[src/source/tcp_rx_pkg.sv]
`default_nettype none

package tcp_rx_pkg;

  // Widths that carry a meaning on the receive path
  typedef logic [15:0] port_t;
  typedef logic [31:0] tcp_num_t;
  typedef logic [15:0] pld_len_t;
  typedef logic [7:0]  byte_t;
  typedef logic [15:0] credit_t;

  // One segment's metadata, valid for a single cycle ahead of its bytes
  typedef struct packed {
    logic     val;
    port_t    src_port;
    port_t    dst_port;
    tcp_num_t seq_num;
    logic     ack_flag;
    pld_len_t pld_len;
  } tcp_meta_t;

  // Network byte stream, eof marks the last byte of a segment
  typedef struct packed {
    logic  val;
    byte_t dat;
    logic  err;
    logic  eof;
  } rx_strm_t;

  // Payload stream handed to the user
  typedef struct packed {
    logic  val;
    byte_t dat;
    logic  err;
    logic  eof;
  } user_strm_t;

  // Connection block negotiated during the handshake
  typedef struct packed {
    port_t    loc_port;
    port_t    rem_port;
    tcp_num_t rem_isn;
  } tcb_t;

  // Idle values for the buses
  localparam tcp_meta_t  META_IDLE      = '0;
  localparam rx_strm_t   RX_STRM_IDLE   = '0;
  localparam user_strm_t USER_STRM_IDLE = '0;

  // Default tuning of the receive engine
  localparam int DEF_ACK_TIMEOUT       = 20;
  localparam int DEF_FORCE_ACK_PACKETS = 5;
  localparam int DEF_RX_BUF_BYTES      = 1024;

endpackage : tcp_rx_pkg

`default_nettype wire

[src/source/tcp_rx_ack.sv]
`default_nettype none

module tcp_rx_ack
  import tcp_rx_pkg::*;
#(
  parameter int ACK_TIMEOUT       = DEF_ACK_TIMEOUT,
  parameter int FORCE_ACK_PACKETS = DEF_FORCE_ACK_PACKETS
)
(
  input  logic     clk,
  input  logic     rst,
  input  logic     init,
  input  tcb_t     tcb,
  input  logic     accept,
  input  pld_len_t acc_len,
  input  logic     out_of_order,
  input  logic     ack_sent,
  output tcp_num_t loc_ack,
  output logic     send_ack
);

  localparam int CNT_W = $clog2(FORCE_ACK_PACKETS + 1);
  localparam int TMR_W = $clog2(ACK_TIMEOUT + 1);

  logic [CNT_W-1:0] pending;
  logic [TMR_W-1:0] timer;
  logic             pending_nz;
  logic             force_hit;
  logic             timeout_hit;

  // Local acknowledgement number, loaded from the handshake result
  always_ff @(posedge clk) begin
    if (rst) begin
      loc_ack <= '0;
    end else if (init) begin
      loc_ack <= tcb.rem_isn;
    end else if (accept) begin
      // Wraps modulo 2^32 like any TCP sequence space
      loc_ack <= loc_ack + tcp_num_t'(acc_len);
    end
  end

  assign pending_nz  = (pending != '0);
  assign force_hit   = accept && (pending == CNT_W'(FORCE_ACK_PACKETS - 1));
  assign timeout_hit = pending_nz && (timer == TMR_W'(ACK_TIMEOUT - 1));

  // Pending segment count, timeout timer and the request level
  always_ff @(posedge clk) begin
    if (rst) begin
      pending  <= '0;
      timer    <= '0;
      send_ack <= 1'b0;
    end else if (ack_sent) begin
      // A segment accepted alongside the ACK still needs its own
      pending  <= accept ? CNT_W'(1) : '0;
      timer    <= accept ? TMR_W'(1) : '0;
      send_ack <= out_of_order;
    end else begin
      if (accept && pending != CNT_W'(FORCE_ACK_PACKETS)) begin
        pending <= pending + 1'b1;
      end
      // The timer starts on the first pending accept and holds at the limit
      if ((accept || pending_nz) && !timeout_hit) begin
        timer <= timer + 1'b1;
      end
      if (force_hit || timeout_hit || out_of_order) begin
        send_ack <= 1'b1;
      end
    end
  end

  // The transmitter only reports an ACK that was requested
  assert property (@(posedge clk) disable iff (rst) ack_sent |-> send_ack)
    else $error("ack_sent seen without a pending send_ack");

  // Connection setup and segment acceptance are never concurrent
  assert property (@(posedge clk) disable iff (rst) !(accept && init))
    else $error("segment accepted during init");

endmodule : tcp_rx_ack

`default_nettype wire

[src/source/tcp_rx_credit.sv]
`default_nettype none

module tcp_rx_credit
  import tcp_rx_pkg::*;
#(
  parameter int RX_BUF_BYTES = DEF_RX_BUF_BYTES
)
(
  input  logic     clk,
  input  logic     rst,
  input  logic     take_val,
  input  pld_len_t take_len,
  input  logic     credit_ret,
  output credit_t  avail
);

  credit_t take_amt;
  credit_t ret_amt;

  assign take_amt = take_val ? credit_t'(take_len) : '0;
  assign ret_amt  = credit_t'(credit_ret);

  // Free bytes in the user buffer, a take and a return may land together
  always_ff @(posedge clk) begin
    if (rst) begin
      avail <= credit_t'(RX_BUF_BYTES);
    end else begin
      avail <= avail - take_amt + ret_amt;
    end
  end

  // The user never frees more than was handed over
  assert property (@(posedge clk) disable iff (rst) avail <= credit_t'(RX_BUF_BYTES))
    else $error("credit pool above buffer size");

  // The controller checks credits before it takes any
  assert property (@(posedge clk) disable iff (rst)
    take_val |-> (credit_t'(take_len) <= avail))
    else $error("credit take larger than available");

endmodule : tcp_rx_credit

`default_nettype wire

[src/source/tcp_rx_ctl.sv]
`default_nettype none

module tcp_rx_ctl
  import tcp_rx_pkg::*;
(
  input  logic       clk,
  input  logic       rst,
  input  tcp_meta_t  meta,
  input  rx_strm_t   strm,
  input  tcb_t       tcb,
  input  logic       connected,
  input  tcp_num_t   loc_ack,
  input  credit_t    avail,
  output logic       accept,
  output pld_len_t   acc_len,
  output logic       out_of_order,
  output logic       take_val,
  output pld_len_t   take_len,
  output user_strm_t data
);

  logic     port_match;
  logic     live;
  logic     in_order;
  logic     fits;
  logic     receiving;
  rx_strm_t strm_r;

  // Segment belongs to this connection and carries payload
  assign port_match = meta.val &&
                      (meta.src_port == tcb.rem_port) &&
                      (meta.dst_port == tcb.loc_port);
  assign live       = port_match && connected && (meta.pld_len != '0);
  assign in_order   = (meta.seq_num == loc_ack);
  assign fits       = (credit_t'(meta.pld_len) <= avail);

  // Decision is taken in the meta cycle itself
  assign accept       = live && meta.ack_flag && in_order && fits;
  assign out_of_order = live && !in_order;

  assign acc_len  = meta.pld_len;
  assign take_val = accept;
  assign take_len = meta.pld_len;

  // Stream is registered once, then forwarded while a segment is accepted
  always_ff @(posedge clk) begin
    if (rst) begin
      strm_r    <= RX_STRM_IDLE;
      data      <= USER_STRM_IDLE;
      receiving <= 1'b0;
    end else begin
      strm_r <= strm;
      if (receiving) begin
        data.val <= strm_r.val;
        data.dat <= strm_r.dat;
        data.err <= strm_r.err;
        data.eof <= strm_r.eof;
      end else begin
        data <= USER_STRM_IDLE;
      end
      // A new accept wins over the end of the previous segment
      if (accept) begin
        receiving <= 1'b1;
      end else if (strm_r.val && strm_r.eof) begin
        receiving <= 1'b0;
      end
    end
  end

endmodule : tcp_rx_ctl

`default_nettype wire

[src/source/tcp_rx_top.sv]
`default_nettype none

module tcp_rx_top
  import tcp_rx_pkg::*;
#(
  parameter int ACK_TIMEOUT       = DEF_ACK_TIMEOUT,
  parameter int FORCE_ACK_PACKETS = DEF_FORCE_ACK_PACKETS,
  parameter int RX_BUF_BYTES      = DEF_RX_BUF_BYTES
)
(
  input  logic       clk,
  input  logic       rst,
  input  tcp_meta_t  meta,
  input  rx_strm_t   strm,
  input  tcb_t       tcb,
  input  logic       init,
  input  logic       connected,
  input  logic       ack_sent,
  input  logic       credit_ret,
  output user_strm_t data,
  output tcp_num_t   loc_ack,
  output logic       send_ack
);

  logic     accept;
  pld_len_t acc_len;
  logic     out_of_order;
  logic     take_val;
  pld_len_t take_len;
  credit_t  avail;

  // Segment filter, in-order check and payload gating
  tcp_rx_ctl i_tcp_rx_ctl (
    .clk          (clk),
    .rst          (rst),
    .meta         (meta),
    .strm         (strm),
    .tcb          (tcb),
    .connected    (connected),
    .loc_ack      (loc_ack),
    .avail        (avail),
    .accept       (accept),
    .acc_len      (acc_len),
    .out_of_order (out_of_order),
    .take_val     (take_val),
    .take_len     (take_len),
    .data         (data)
  );

  // Acknowledgement number and ACK request toward the transmitter
  tcp_rx_ack #(
    .ACK_TIMEOUT       (ACK_TIMEOUT),
    .FORCE_ACK_PACKETS (FORCE_ACK_PACKETS)
  ) i_tcp_rx_ack (
    .clk          (clk),
    .rst          (rst),
    .init         (init),
    .tcb          (tcb),
    .accept       (accept),
    .acc_len      (acc_len),
    .out_of_order (out_of_order),
    .ack_sent     (ack_sent),
    .loc_ack      (loc_ack),
    .send_ack     (send_ack)
  );

  // Free space of the user receive buffer
  tcp_rx_credit #(
    .RX_BUF_BYTES (RX_BUF_BYTES)
  ) i_tcp_rx_credit (
    .clk        (clk),
    .rst        (rst),
    .take_val   (take_val),
    .take_len   (take_len),
    .credit_ret (credit_ret),
    .avail      (avail)
  );

endmodule : tcp_rx_top

`default_nettype wire

[config.mk]
export PLATFORM = sky130hd
export DESIGN_NAME = tcp_rx_top
export DESIGN_NICKNAME = d
export VERILOG_FILES = /design/src/source/tcp_rx_pkg.sv /design/src/source/tcp_rx_ack.sv /design/src/source/tcp_rx_credit.sv /design/src/source/tcp_rx_ctl.sv /design/src/source/tcp_rx_top.sv
export SDC_FILE = /design/constraint.sdc
export NUM_CORES = 1
export LEC_CHECK = 0
export BUFFER_PORTS_ARGS = -buffer_cell sky130_fd_sc_hd__buf_2
export CORE_MARGIN = 1.5
export CORE_UTILIZATION = 52
export DETAILED_ROUTE_END_ITERATION = 10
export PLACE_DENSITY = 0.88
export SLEW_MARGIN = 20
export SYNTH_ARGS = -nofsm -noshare
export SYNTH_HDL_FRONTEND = slang
export SYNTH_HIERARCHICAL = 1
export SYNTH_SLANG_ARGS = --single-unit
[constraint.sdc]
create_clock -name clk -period 8 [get_ports clk]
set_input_delay 2.4 -clock clk [delete_from_list [all_inputs] [get_ports clk]]
set_output_delay 2.4 -clock clk [all_outputs]
set_load 0.1 [all_outputs]
==> reports/results.tsv <==
metric	value	unit
vias	6342	
clockBufferDepth	2	
finalCritPeriodShare	79.3	%
postCtsHoldBufs	0	
cts_buffers	9	
drive_above_1_share	27.3	%
grt_overflow	0	
setup_tns	0	ps
worst_ep_required_time	8270	ps
port_buffers	206	
initial_core_util	54.2	%
yosys.area.top_type	dfxtp_1	
core-area	12200	um^2
endpoint_kind	flop	
viasPerCell	5.72	
synth-seq-cells	80	
clk_latency	350	ps
synth_flop_cell	dfxtp_1	
synth.avg_cell_area	8.45	um^2
synth_top_area_share	24.3	%
outcome	completed	
drv_slew	0	
hold_slack	423	ps
die_area	13400	um^2
power_density	245	nW/um^2
postCtsSetupBuffers	0	
worstSetupPathType	in2reg	
drt-wirelength-per-cell	16.8	um
setup_viol	0	
dp_hpwl	14500	um
fin_skew	6.08	ps
clock.fmax	158	MHz
row_count	40	
ys_warn_count	6	
async_reset_ff_share	0	%
routed_wl	18600	um
drt_pre_antenna_iters	5	
grt_max_degree	69	
setup_slack	1660	ps
yosysMostFrequentCell	dfxtp_1	
clock_sinks	80	
post_cts_resized	0	
rsz0062_at_grt	false	
hold_viol	0	
place.gp.congestion	0.972	
syn2layout_area_growth	18.0	%
die_w	116	um
cap_violations	0	
synth_commonest_cells	dfxtp_1 (80), xor2_1 (71), ha_1 (66)	
place_ws	1370	ps
tritoncts	yes	
worst_pin_slew	738	ps
syn-instance-count	779	
final_util	63.9	%
synth_cell_type_count	77	
peakVddDrop	0.157	mV
rrSetupSlack	3410	ps
nets	1166	
syn_nets	1010	
syn_area	6590	um^2
grt_antenna_before_repair	0	
htree_levels	3	
cts-root-buf	clkbuf_16	
pin_count	207	
clk_pin_slew	60	ps
synth_area_leaders	dfxtp_1 (24%), ha_1 (13%), xor2_1 (9.4%)	
initialDrtViolationCount	499	
ys_seq_area_share	24.3	%
arrival	6620	ps
hold_class	reg2reg	
grt_pass1_vias	6188	
cp-start-kind	input port	
fp.dieH	116	um
power.leakage	3.65	nW
fin_crit	6340	ps
grt_first_pass_wirelength	29600	um
drcViolationCount	0	
grt_usage	28.4	%
slew_headroom	50.8	%
antenna_left	0	
cp_max_fo	39	
synth_edf_count	0	
## sequential cells by signal, indices dropped and copies added (netlist names)
signal	cells
i_tcp_rx_ctl/receiving	1
i_tcp_rx_ack/send_ack	1
i_tcp_rx_ack/pending	3
i_tcp_rx_ctl/strm_r	11
i_tcp_rx_ack/loc_ack	32
i_tcp_rx_ack/timer	5
i_tcp_rx_ctl/data	11
i_tcp_rx_credit/avail	16
## routing by layer
| layer | track usage, % | share of wire [%] | vias up |
|---|---|---|---|
| li1 | - | - | 3068 |
| met1 | 34.4 | 41 | 2953 |
| met2 | 48.7 | 48 | 268 |
| met3 | 5.65 | 7.5 | 53 |
| met4 | 13.2 | 3.3 | 0 |
| met5 | 0 | 0 | - |
## logic make-up after synthesis
kind of cell | after synthesis | share of synthesized area, %
muxes | 8 | 1.31
xor gates and xnor gates | 97 | 12.9
DFF | 80 | 24.3
adders and majority gates | 68 | 13.1
AOI/OAI and AO/OA | 169 | 18.9
buffers and inverters | 105 | 8.64
and+or+nand+nor | 252 | 20.7
## worst paths after layout
path | depth (start not counted) | from | to
worst max-delay path | 17 | meta[1] | i_tcp_rx_credit/avail[14]
worst min-delay path | 1 | i_tcp_rx_ctl/strm_r[3] | i_tcp_rx_ctl/data[3]
worst max register to register | 15 | i_tcp_rx_ack/loc_ack[10] | i_tcp_rx_credit/avail[14]
worst min register to register | 1 | i_tcp_rx_ctl/strm_r[3] | i_tcp_rx_ctl/data[3]
## final cells by class
class | instances | area, um^2
Multi-Input combinational cell | 594 | 4420
Fill cell | 1060 | 4390
Sequential cell | 80 | 1600
Timing Repair Buffer | 208 | 1050
Clock buffer | 12 | 256
Tap cell | 168 | 210
Inverter | 42 | 158
Clock inverter | 4 | 76.3
Antenna cell | 1 | 2.50
## stage by stage
step                      std cells  power (mW)  cell area (um^2)
after floorplan                 779        1.24              6590
after global placement         1092        1.40              7440
after detailed placement       1092        1.43              7440
after CTS                      1108        1.90              7770
after global routing           1108        2.04              7770
final                          1109        1.90              7770
## placed cells by master, fill, tap and decap left out, drive strengths merged, types with 3 or more instances in the layout
| cell | instances |
|---|---|
| a21boi | 4 |
| a31oi | 13 |
| a221oi | 6 |
| nor3b | 8 |
| nor2 | 50 |
| and2 | 14 |
| nand3 | 14 |
| nand4 | 24 |
| a2111oi | 5 |
| a211o | 3 |
| xnor2 | 26 |
| inv | 42 |
| o21ai | 15 |
| nor4b | 6 |
| o311a | 8 |
| and3 | 6 |
| nor4 | 19 |
| nor3 | 11 |
| nor2b | 23 |
| a21oi | 55 |
| nand2b | 12 |
| and4 | 5 |
| ha | 66 |
| buf | 208 |
| nand2 | 51 |
| o31ai | 4 |
| o21a | 9 |
| clkbuf | 12 |
| o211ai | 5 |
| a21o | 16 |
| xor2 | 71 |
| dfxtp | 80 |
| mux2i | 6 |
| a211oi | 10 |
## critical path: stages
cell       delay, ps
buf_2            150
ha_1             320
nor2b_1          140
o211ai_1         150
a2111oi_0        120
a211oi_1         240
a21oi_1          150
nor3_2           610
buf_4            510
nand2_1          110
ha_1             290
ha_1             480
o21a_1           170
o2bb2ai_1        100
or4_1            470
o31a_1           120
o211ai_1          70
## report_power, final
| group | switching [mW] | leakage [nW] | internal (mW) |
|---|---|---|---|
| sequential | 0.0390 | 0.660 | 0.446 |
| clock | 0.170 | 0.159 | 0.291 |
| combinational | 0.558 | 2.83 | 0.398 |
(Power assumes the default switching activity.)
